## src/rtl/ahb_axi4_pkg.sv

```systemverilog
package ahb_axi4_pkg;

  // --------------------------------------------------
  // Bus widths
  // --------------------------------------------------
  localparam int ADDR_W = 8;
  localparam int DATA_W = 8;
  localparam int LEN_W  = 8;

  // Sized for the longest burst (INCR16)
  localparam int FIFO_DEPTH = 16;

  typedef logic [ADDR_W-1:0] addr_t;
  typedef logic [DATA_W-1:0] data_t;
  typedef logic [LEN_W-1:0]  len_t;

  // Read FIFO word with the error bit on top of the data
  typedef logic [DATA_W:0]   rd_entry_t;

  // --------------------------------------------------
  // Encodings
  // --------------------------------------------------
  typedef enum logic [1:0] {
    IDLE   = 2'b00,
    BUSY   = 2'b01,
    NONSEQ = 2'b10,
    SEQ    = 2'b11
  } htrans_t;

  typedef enum logic [2:0] {
    SINGLE = 3'b000,
    INCR   = 3'b001,
    WRAP4  = 3'b010,
    INCR4  = 3'b011,
    WRAP8  = 3'b100,
    INCR8  = 3'b101,
    WRAP16 = 3'b110,
    INCR16 = 3'b111
  } hburst_t;

  // Bit 1 flags an error response
  typedef enum logic [1:0] {
    OKAY   = 2'b00,
    EXOKAY = 2'b01,
    SLVERR = 2'b10,
    DECERR = 2'b11
  } xresp_t;

  typedef enum logic [1:0] {
    AHB_IDLE,
    AHB_WR_DATA,
    AHB_WR_RESP,
    AHB_RD_DATA
  } ahb_state_t;

  // AXI length field for an AHB burst code, anything unsupported is one beat
  function automatic len_t burst_len(hburst_t hburst);
    case (hburst)
      INCR4:   return len_t'(3);
      INCR8:   return len_t'(7);
      INCR16:  return len_t'(15);
      default: return len_t'(0);
    endcase
  endfunction

endpackage

```

## src/rtl/burst_cmd_if.sv

```systemverilog
interface burst_cmd_if;
  import ahb_axi4_pkg::*;

  // Command, one cycle pulse with its payload
  logic  cmd_valid;
  logic  cmd_write;
  addr_t cmd_addr;
  len_t  cmd_len;

  // Write completion, err valid with done
  logic  wr_done;
  logic  wr_err;

  modport ctrl (
    output cmd_valid, cmd_write, cmd_addr, cmd_len,
    input  wr_done, wr_err
  );

  modport wr (
    input  cmd_valid, cmd_write, cmd_addr, cmd_len,
    output wr_done, wr_err
  );

  modport rd (
    input  cmd_valid, cmd_write, cmd_addr, cmd_len
  );

endinterface

```

## src/rtl/sync_fifo.sv

```systemverilog
module sync_fifo #(
  parameter int WIDTH = 8,
  parameter int DEPTH = 16
) (
  input  logic             clk,
  input  logic             rst_n,
  input  logic             push_i,
  input  logic [WIDTH-1:0] push_data_i,
  input  logic             pop_i,
  output logic [WIDTH-1:0] head_o,
  output logic             full_o,
  output logic             empty_o
);

  typedef logic [$clog2(DEPTH)-1:0]   ptr_t;
  typedef logic [$clog2(DEPTH+1)-1:0] cnt_t;

  logic [WIDTH-1:0] mem [DEPTH];
  ptr_t             wr_ptr;
  ptr_t             rd_ptr;
  cnt_t             count;

  // Show-ahead, the oldest word is always on the output
  assign head_o  = mem[rd_ptr];
  assign full_o  = (count == cnt_t'(DEPTH));
  assign empty_o = (count == '0);

  always_ff @(posedge clk) begin
    if (push_i) begin
      mem[wr_ptr] <= push_data_i;
    end
  end

  always_ff @(posedge clk or negedge rst_n) begin
    if (!rst_n) begin
      wr_ptr <= '0;
      rd_ptr <= '0;
      count  <= '0;
    end else begin
      if (push_i) begin
        wr_ptr <= (wr_ptr == ptr_t'(DEPTH - 1)) ? '0 : wr_ptr + ptr_t'(1);
      end
      if (pop_i) begin
        rd_ptr <= (rd_ptr == ptr_t'(DEPTH - 1)) ? '0 : rd_ptr + ptr_t'(1);
      end
      // Simultaneous push and pop leave the level unchanged
      case ({push_i, pop_i})
        2'b10:   count <= count + cnt_t'(1);
        2'b01:   count <= count - cnt_t'(1);
        default: count <= count;
      endcase
    end
  end

endmodule

```

## src/rtl/ahb_side_ctrl.sv

```systemverilog
module ahb_side_ctrl (
  input  logic                   clk,
  input  logic                   rst_n,
  input  ahb_axi4_pkg::htrans_t  htrans_i,
  input  ahb_axi4_pkg::hburst_t  hburst_i,
  input  logic                   hwrite_i,
  input  ahb_axi4_pkg::addr_t    haddr_i,
  input  ahb_axi4_pkg::data_t    hwdata_i,
  input  logic                   wr_full_i,
  input  logic                   rd_empty_i,
  input  ahb_axi4_pkg::rd_entry_t rd_head_i,
  output logic                   hready_o,
  output logic                   hresp_o,
  output ahb_axi4_pkg::data_t    hrdata_o,
  output logic                   wr_push_o,
  output ahb_axi4_pkg::data_t    wr_data_o,
  output logic                   rd_pop_o,
  burst_cmd_if.ctrl              cmd
);
  import ahb_axi4_pkg::*;

  ahb_state_t state;
  ahb_state_t state_nxt;
  len_t       beats_left;
  len_t       req_len;
  logic       dphase_busy;
  logic       wr_err_q;
  logic       addr_accept;
  logic       last_beat;

  // --------------------------------------------------
  // Address phase
  // --------------------------------------------------
  assign addr_accept = hready_o && (htrans_i == NONSEQ);
  assign req_len     = burst_len(hburst_i);

  // Remaining beats after the one in the data phase
  assign last_beat   = (beats_left == '0);

  // --------------------------------------------------
  // Data phase: HREADY and FIFO strobes
  // --------------------------------------------------
  always_comb begin
    hready_o  = 1'b1;
    wr_push_o = 1'b0;
    rd_pop_o  = 1'b0;
    case (state)
      AHB_WR_DATA: begin
        if (!dphase_busy) begin
          wr_push_o = !wr_full_i;
          // Last beat waits for the B response
          hready_o  = !wr_full_i && !last_beat;
        end
      end
      AHB_WR_RESP: begin
        hready_o = 1'b0;
      end
      AHB_RD_DATA: begin
        if (!dphase_busy) begin
          rd_pop_o = !rd_empty_i;
          hready_o = !rd_empty_i;
        end
      end
      default: begin
      end
    endcase
  end

  assign wr_data_o = hwdata_i;
  assign hrdata_o  = rd_head_i[DATA_W-1:0];
  assign hresp_o   = wr_err_q || (rd_pop_o && rd_head_i[DATA_W]);

  always_comb begin
    state_nxt = state;
    case (state)
      AHB_WR_DATA: if (wr_push_o && last_beat) state_nxt = AHB_WR_RESP;
      AHB_WR_RESP: if (cmd.wr_done) state_nxt = AHB_IDLE;
      AHB_RD_DATA: if (rd_pop_o && last_beat) state_nxt = AHB_IDLE;
      default:     state_nxt = state;
    endcase
    // A new burst may start as the previous one completes
    if (addr_accept) begin
      state_nxt = hwrite_i ? AHB_WR_DATA : AHB_RD_DATA;
    end
  end

  // --------------------------------------------------
  // State, beat counter, command pulse
  // --------------------------------------------------
  always_ff @(posedge clk or negedge rst_n) begin
    if (!rst_n) begin
      state         <= AHB_IDLE;
      beats_left    <= '0;
      dphase_busy   <= 1'b0;
      wr_err_q      <= 1'b0;
      cmd.cmd_valid <= 1'b0;
    end else begin
      state         <= state_nxt;
      cmd.cmd_valid <= addr_accept;
      // Error shows for the single cycle after wr_done
      wr_err_q      <= cmd.wr_done && cmd.wr_err;
      if (hready_o) begin
        dphase_busy <= (htrans_i == BUSY);
      end
      if (addr_accept) begin
        beats_left <= req_len;
      end else if ((wr_push_o || rd_pop_o) && !last_beat) begin
        beats_left <= beats_left - 1'b1;
      end
    end
  end

  always_ff @(posedge clk) begin
    if (addr_accept) begin
      cmd.cmd_write <= hwrite_i;
      cmd.cmd_addr  <= haddr_i;
      cmd.cmd_len   <= req_len;
    end
  end

endmodule

```

## src/rtl/axi_write_ch.sv

```systemverilog
module axi_write_ch (
  input  logic                 clk,
  input  logic                 rst_n,
  input  logic                 wr_empty_i,
  input  ahb_axi4_pkg::data_t  wr_head_i,
  input  logic                 awready_i,
  input  logic                 wready_i,
  input  ahb_axi4_pkg::xresp_t bresp_i,
  input  logic                 bvalid_i,
  output logic                 wr_pop_o,
  output ahb_axi4_pkg::addr_t  awaddr_o,
  output ahb_axi4_pkg::len_t   awlen_o,
  output logic                 awvalid_o,
  output ahb_axi4_pkg::data_t  wdata_o,
  output logic                 wvalid_o,
  output logic                 wlast_o,
  output logic                 bready_o,
  burst_cmd_if.wr              cmd
);
  import ahb_axi4_pkg::*;

  logic start;
  logic w_open;
  len_t beat_cnt;
  logic w_hs;
  logic done_q;

  assign start = cmd.cmd_valid && cmd.cmd_write;

  // --------------------------------------------------
  // W channel straight from the FIFO head
  // --------------------------------------------------
  assign wvalid_o = w_open && !wr_empty_i;
  assign wdata_o  = wr_head_i;
  assign wlast_o  = (beat_cnt == awlen_o);
  assign w_hs     = wvalid_o && wready_i;
  assign wr_pop_o = w_hs;

  assign cmd.wr_done = done_q;

  always_ff @(posedge clk or negedge rst_n) begin
    if (!rst_n) begin
      awvalid_o <= 1'b0;
      w_open    <= 1'b0;
      beat_cnt  <= '0;
      bready_o  <= 1'b0;
      done_q    <= 1'b0;
    end else begin
      done_q <= 1'b0;
      if (start) begin
        awvalid_o <= 1'b1;
        w_open    <= 1'b1;
        beat_cnt  <= '0;
      end else if (awvalid_o && awready_i) begin
        awvalid_o <= 1'b0;
      end
      if (w_hs) begin
        beat_cnt <= beat_cnt + 1'b1;
        // Burst closes on the last beat, then wait for B
        if (wlast_o) begin
          w_open   <= 1'b0;
          bready_o <= 1'b1;
        end
      end
      if (bvalid_i && bready_o) begin
        bready_o <= 1'b0;
        done_q   <= 1'b1;
      end
    end
  end

  always_ff @(posedge clk) begin
    if (start) begin
      awaddr_o <= cmd.cmd_addr;
      awlen_o  <= cmd.cmd_len;
    end
    if (bvalid_i && bready_o) begin
      cmd.wr_err <= bresp_i[1];
    end
  end

endmodule

```

## src/rtl/axi_read_ch.sv

```systemverilog
module axi_read_ch (
  input  logic                    clk,
  input  logic                    rst_n,
  input  logic                    rd_full_i,
  input  logic                    arready_i,
  input  ahb_axi4_pkg::data_t     rdata_i,
  input  ahb_axi4_pkg::xresp_t    rresp_i,
  input  logic                    rlast_i,
  input  logic                    rvalid_i,
  output logic                    rd_push_o,
  output ahb_axi4_pkg::rd_entry_t rd_entry_o,
  output ahb_axi4_pkg::addr_t     araddr_o,
  output ahb_axi4_pkg::len_t      arlen_o,
  output logic                    arvalid_o,
  output logic                    rready_o,
  burst_cmd_if.rd                 cmd
);
  import ahb_axi4_pkg::*;

  logic start;
  logic r_open;

  assign start = cmd.cmd_valid && !cmd.cmd_write;

  // Accept R beats only while there is room for them
  assign rready_o   = r_open && !rd_full_i;
  assign rd_push_o  = rvalid_i && rready_o;
  assign rd_entry_o = {rresp_i[1], rdata_i};

  always_ff @(posedge clk or negedge rst_n) begin
    if (!rst_n) begin
      arvalid_o <= 1'b0;
      r_open    <= 1'b0;
    end else begin
      if (start) begin
        arvalid_o <= 1'b1;
        r_open    <= 1'b1;
      end else if (arvalid_o && arready_i) begin
        arvalid_o <= 1'b0;
      end
      if (rd_push_o && rlast_i) begin
        r_open <= 1'b0;
      end
    end
  end

  always_ff @(posedge clk) begin
    if (start) begin
      araddr_o <= cmd.cmd_addr;
      arlen_o  <= cmd.cmd_len;
    end
  end

endmodule

```

## src/rtl/ahb_axi4_bridge.sv

```systemverilog
module ahb_axi4_bridge (
  input  logic                  clk,
  input  logic                  rst_n,
  // AHB slave
  input  ahb_axi4_pkg::htrans_t htrans_i,
  input  ahb_axi4_pkg::hburst_t hburst_i,
  input  logic                  hwrite_i,
  input  ahb_axi4_pkg::addr_t   haddr_i,
  input  ahb_axi4_pkg::data_t   hwdata_i,
  output logic                  hready_o,
  output logic                  hresp_o,
  output ahb_axi4_pkg::data_t   hrdata_o,
  // AXI4 write
  output ahb_axi4_pkg::addr_t   awaddr_o,
  output ahb_axi4_pkg::len_t    awlen_o,
  output logic                  awvalid_o,
  input  logic                  awready_i,
  output ahb_axi4_pkg::data_t   wdata_o,
  output logic                  wvalid_o,
  output logic                  wlast_o,
  input  logic                  wready_i,
  input  ahb_axi4_pkg::xresp_t  bresp_i,
  input  logic                  bvalid_i,
  output logic                  bready_o,
  // AXI4 read
  output ahb_axi4_pkg::addr_t   araddr_o,
  output ahb_axi4_pkg::len_t    arlen_o,
  output logic                  arvalid_o,
  input  logic                  arready_i,
  input  ahb_axi4_pkg::data_t   rdata_i,
  input  ahb_axi4_pkg::xresp_t  rresp_i,
  input  logic                  rlast_i,
  input  logic                  rvalid_i,
  output logic                  rready_o
);
  import ahb_axi4_pkg::*;

  // --------------------------------------------------
  // FIFO side signals
  // --------------------------------------------------
  logic      wr_push;
  data_t     wr_data;
  logic      wr_pop;
  data_t     wr_head;
  logic      wr_full;
  logic      wr_empty;
  logic      rd_push;
  rd_entry_t rd_entry;
  logic      rd_pop;
  rd_entry_t rd_head;
  logic      rd_full;
  logic      rd_empty;

  burst_cmd_if u_cmd_if ();

  ahb_side_ctrl u_ahb_side_ctrl (
    .clk        (clk),
    .rst_n      (rst_n),
    .htrans_i   (htrans_i),
    .hburst_i   (hburst_i),
    .hwrite_i   (hwrite_i),
    .haddr_i    (haddr_i),
    .hwdata_i   (hwdata_i),
    .wr_full_i  (wr_full),
    .rd_empty_i (rd_empty),
    .rd_head_i  (rd_head),
    .hready_o   (hready_o),
    .hresp_o    (hresp_o),
    .hrdata_o   (hrdata_o),
    .wr_push_o  (wr_push),
    .wr_data_o  (wr_data),
    .rd_pop_o   (rd_pop),
    .cmd        (u_cmd_if.ctrl)
  );

  axi_write_ch u_axi_write_ch (
    .clk        (clk),
    .rst_n      (rst_n),
    .wr_empty_i (wr_empty),
    .wr_head_i  (wr_head),
    .awready_i  (awready_i),
    .wready_i   (wready_i),
    .bresp_i    (bresp_i),
    .bvalid_i   (bvalid_i),
    .wr_pop_o   (wr_pop),
    .awaddr_o   (awaddr_o),
    .awlen_o    (awlen_o),
    .awvalid_o  (awvalid_o),
    .wdata_o    (wdata_o),
    .wvalid_o   (wvalid_o),
    .wlast_o    (wlast_o),
    .bready_o   (bready_o),
    .cmd        (u_cmd_if.wr)
  );

  axi_read_ch u_axi_read_ch (
    .clk        (clk),
    .rst_n      (rst_n),
    .rd_full_i  (rd_full),
    .arready_i  (arready_i),
    .rdata_i    (rdata_i),
    .rresp_i    (rresp_i),
    .rlast_i    (rlast_i),
    .rvalid_i   (rvalid_i),
    .rd_push_o  (rd_push),
    .rd_entry_o (rd_entry),
    .araddr_o   (araddr_o),
    .arlen_o    (arlen_o),
    .arvalid_o  (arvalid_o),
    .rready_o   (rready_o),
    .cmd        (u_cmd_if.rd)
  );

  // Write data, AHB to AXI
  sync_fifo #(
    .WIDTH (DATA_W),
    .DEPTH (FIFO_DEPTH)
  ) u_wr_fifo (
    .clk         (clk),
    .rst_n       (rst_n),
    .push_i      (wr_push),
    .push_data_i (wr_data),
    .pop_i       (wr_pop),
    .head_o      (wr_head),
    .full_o      (wr_full),
    .empty_o     (wr_empty)
  );

  // Read data plus error bit, AXI to AHB
  sync_fifo #(
    .WIDTH ($bits(rd_entry_t)),
    .DEPTH (FIFO_DEPTH)
  ) u_rd_fifo (
    .clk         (clk),
    .rst_n       (rst_n),
    .push_i      (rd_push),
    .push_data_i (rd_entry),
    .pop_i       (rd_pop),
    .head_o      (rd_head),
    .full_o      (rd_full),
    .empty_o     (rd_empty)
  );

endmodule

```

## config.mk

```make
export PLATFORM = sky130hd
export DESIGN_NAME = ahb_axi4_bridge
export DESIGN_NICKNAME = d
export VERILOG_FILES = /design/src/rtl/ahb_axi4_pkg.sv /design/src/rtl/burst_cmd_if.sv /design/src/rtl/sync_fifo.sv /design/src/rtl/ahb_side_ctrl.sv /design/src/rtl/axi_write_ch.sv /design/src/rtl/axi_read_ch.sv /design/src/rtl/ahb_axi4_bridge.sv
export SDC_FILE = /design/constraint.sdc
export NUM_CORES = 1
export LEC_CHECK = 0
export BUFFER_PORTS_ARGS = -buffer_cell sky130_fd_sc_hd__buf_2
export CAP_MARGIN = 20
export CELL_PAD_IN_SITES_DETAIL_PLACEMENT = 1
export CELL_PAD_IN_SITES_GLOBAL_PLACEMENT = 1
export CORE_MARGIN = 2
export CORE_UTILIZATION = 25
export CTS_BUF_LIST = sky130_fd_sc_hd__clkbuf_8
export DETAILED_ROUTE_END_ITERATION = 16
export GPL_TIMING_DRIVEN = 1
export PLACE_DENSITY_LB_ADDON = 0.25
export SETUP_SLACK_MARGIN = 0.02
export SLEW_MARGIN = 20
export SYNTH_ARGS = -nofsm -noshare
export SYNTH_HDL_FRONTEND = slang
export SYNTH_SLANG_ARGS = --single-unit
```

## constraint.sdc

```tcl
create_clock -name clk -period 3.85 [get_ports clk]
set_input_delay 0.77 -clock clk [delete_from_list [all_inputs] [get_ports clk]]
set_output_delay 0.77 -clock clk [all_outputs]
set_load 0.01 [all_outputs]
```

==> impl_metrics.yaml <==
final_layout:
  areaGrowthSynthToFinish_pct: 17.6
  drive_above_1_share_pct: 26.2
  finalNetCount: 1042
run:
  maxCapViolCount: 0
timing:
  holdWs_ps: 111
  slew_viol_final: 0
  fin_skew_ps: 37.8
  rsz0062_at_grt: "false"
  period_minus_slack_ps: 3570
  setup_viol: 0
  slew_headroom_pct: 36.2
  period_share_pct: 92.8
  hold_viol_final: 0
  worst_slack_ps: 279
  max_slew.worst_pin.slew_ps: 953
  setup_tns_ps: 0
  fmax_ghz: 0.280
global_routing:
  grt_pass1_wl_um: 52800
  track_usage_pct: 11.7
  grt_max_degree: 37
  overflow: 0
  grt_antenna_before_repair: 2
  grt_pass1_vias: 8435
synthesis:
  syn_inst: 843
  ys_seq_area_share_pct: 72.0
  synth-async-reset-ratio_pct: 14.7
  synthDistinctLibCells: 52
  synth_top_family_by_area: "multiplexers"
  ys.flop_type: "edfxtp_1"
  syn_avg_cell_area_sq_um: 17.4
  synth_compound_area_share_pct: 5.03
  synth_warnings: 0
  yosys-top-cells-area: "edfxtp_1 (63%), mux4_2 (9.2%), dfrtp_1 (9.1%)"
  synth-adder-area-share_pct: 1.71
  synth_top_cell_by_area: "edfxtp_1"
  synth-edff-count: 307
  synthXorXnorAreaFrac_pct: 1.50
  synthMuxAreaShare_pct: 12.4
  netlist_area_sq_um: 14600
  synth_top_area_share_pct: 63.0
  synthSimpleGateAreaFrac_pct: 5.22
  ys_ff_latch: 360
clock_network:
  cts_buffer_depth: 3
  cts_hold_buf: 0
  htreeDepth: 2
  cts_tree: "done"
  clock-sinks: 360
  path_clk_slew_ps: 70
  cts_buffers: 60
  root_buffer: "clkbuf_8"
  clk-insertion-delay-late_ps: 660
placed_design:
  place_ws_ps: 757
  gp_congestion: 0.678
  dp_hpwl_um: 22000
  io_buffers: 87
floorplan:
  die_w_um: 246
  core_area_sq_um: 57800
  fp.dieH_um: 246
  ios: 98
  die-area_sq_um: 60500
  core.rowCount: 88
  start_util_pct: 25.3
route:
  vias: 7715
  ant_nets: 0
  via_per_inst: 4.30
  wirelength_um: 34900
  drt_iter0_drc: 385
  drc: 0
  post_drt_wl_per_cell_um: 19.4
  dr.pass1.iters: 5
setup_path:
  path_cells: "buf_4 > mux4_2 > mux4_2 > buf_2"
  startpoint_type: "flop"
  cp_max_fo: 17
  arrival_ps: 2800
  path_buf_inv: 2
  path_class: "reg2out"
  end_kind: "output port"
  slowest_delay_ps: 550
  cp.required_ps: 3080
  cp_top_family: "multiplexers"
  crit_slowest_cell: "mux4_2"
  crit_top_cell: "mux4_2"
power:
  p_leak_nw: 6.03
  ir_drop_uv: 215
  power.density_nw_per_um2: 720
outcome:
  status: "finished, final reports clean"
worst_hold_path:
  hp-class: "in2async"
==> worst register-to-register path, stage by stage, from the launching register on <==
cell and delay [ps]:
dfrtp_1 460, nor4_1 450, a21oi_1 150, and2_1 190, inv_1 80, ha_1 390
xor2_1 200, ha_1 200, a21boi_0 180, o221ai_1 170, a21o_1 200, a21oi_1 170
xor2_1 150
==> flip-flops by register name (all words and copies together) (netlist names), 5 cells and up <==
name                          count
u_rd_fifo.mem                   144
u_wr_fifo.mem                   128
u_ahb_side_ctrl.beats_left        8
u_ahb_side_ctrl.cmd.cmd_addr      8
u_axi_read_ch.araddr_o            8
u_axi_write_ch.awaddr_o           8
u_axi_write_ch.beat_cnt           8
u_rd_fifo.count                   5
u_wr_fifo.count                   5
==> cell usage in the layout (no fill, tap or decap), drive strengths merged, types with 9 or more instances in the layout <==
master,synthesis,routed
dfrtp,53,53
a221oi,9,9
clkbuf,21,60
xnor2,12,12
edfxtp,307,307
clkinv,1,22
xor2,13,13
a21oi,24,24
nand3,16,16
a22oi,10,10
ha,20,20
mux2i,29,29
and2,23,23
mux4,60,60
mux2,15,15
nor2,31,31
nand2,44,44
buf,24,113
inv,20,44
o21ai,39,39
==> through the flow <==
| step | std cells | cell area (sq um) | power [mW] | utilization, % |
|---|---|---|---|---|
| after global routing | 1795 | 17200 | 13.2 | 29.8 |
| after global placement | 1682 | 16000 | 9.21 | 27.8 |
| after CTS | 1793 | 17200 | 12.7 | 29.8 |
| final | 1795 | 17200 | 12.4 | 29.8 |
| after detailed placement | 1682 | 16000 | 9.28 | 27.8 |
| after floorplan | 850 | 14700 | 7.88 | - |
==> area by class of cell <==
| class | instances | area, sq um |
|---|---|---|
| clock buffers | 60 | 826 |
| clock inverters | 51 | 333 |
| flip-flops and latches | 360 | 10500 |
| repair buffers | 113 | 643 |
| fillers | 6026 | 40600 |
| well taps | 765 | 957 |
| diodes | 1 | 2.50 |
| multi-input cells | 424 | 3820 |
| inverters | 21 | 78.8 |
==> power breakdown <==
group / switching (mW) / internal (mW)
Combinational: 2.11 / 1.78
Clock: 1.57 / 1.73
Sequential: 0.463 / 4.74
==> metal layers <==
layer	routed length, um	up-vias	global-route usage [%]
met5	0	-	0
met4	849	0	4.06
met3	1540	65	2.45
met2	17000	132	19.5
met1	15500	3958	15.1
li1	-	3560	-
==> cells in the mapped netlist (all sizes together) (15+ instances only) <==
cell type	instances
edfxtp	307
mux4	60
dfrtp	53
nand2	44
o21ai	39
nor2	31
mux2i	29
a21oi	24
buf	24
and2	23
clkbuf	21
ha	20
inv	20
nand3	16
mux2	15
==> final timing paths <==
check / cells after the start / from / endpoint / slack, ps
setup / recovery: 4 / u_rd_fifo.rd_ptr[0] / hrdata_o[4] / 280
hold / removal: 1 / rst_n / u_axi_write_ch.awvalid_o / 110
setup reg to reg: 12 / u_wr_fifo.count[1] / u_wr_fifo.count[4] / 780
hold reg to reg: 0 / u_ahb_side_ctrl.cmd.cmd_addr[0] / u_axi_write_ch.awaddr_o[0] / 440
max in group asynchronous: 2 / rst_n / u_wr_fifo.rd_ptr[0] / 2800
min in group clk: 1 / haddr_i[5] / u_ahb_side_ctrl.cmd.cmd_addr[5] / 300
==> what timing repair did <==
| action | CTS | global route |
|---|---|---|
| resized for setup | 0 | 0 |
| setup endpoints to repair | 0 | 1 |
| hold endpoints to repair | 0 | 0 |
| setup buffers | 0 | 1 |
==> kinds of logic (layout without fill, tap and decap cells) <==
logic type	Yosys count	in the layout
other	1	9
muxes	104	104
AOI/OAI and AO/OA	115	115
and+or+nand+nor	152	152
buffers and inverters	66	245
xor gates and xnor gates	25	25
adders and majority gates	20	20
DFF	360	360
(Power assumes the default switching activity.)
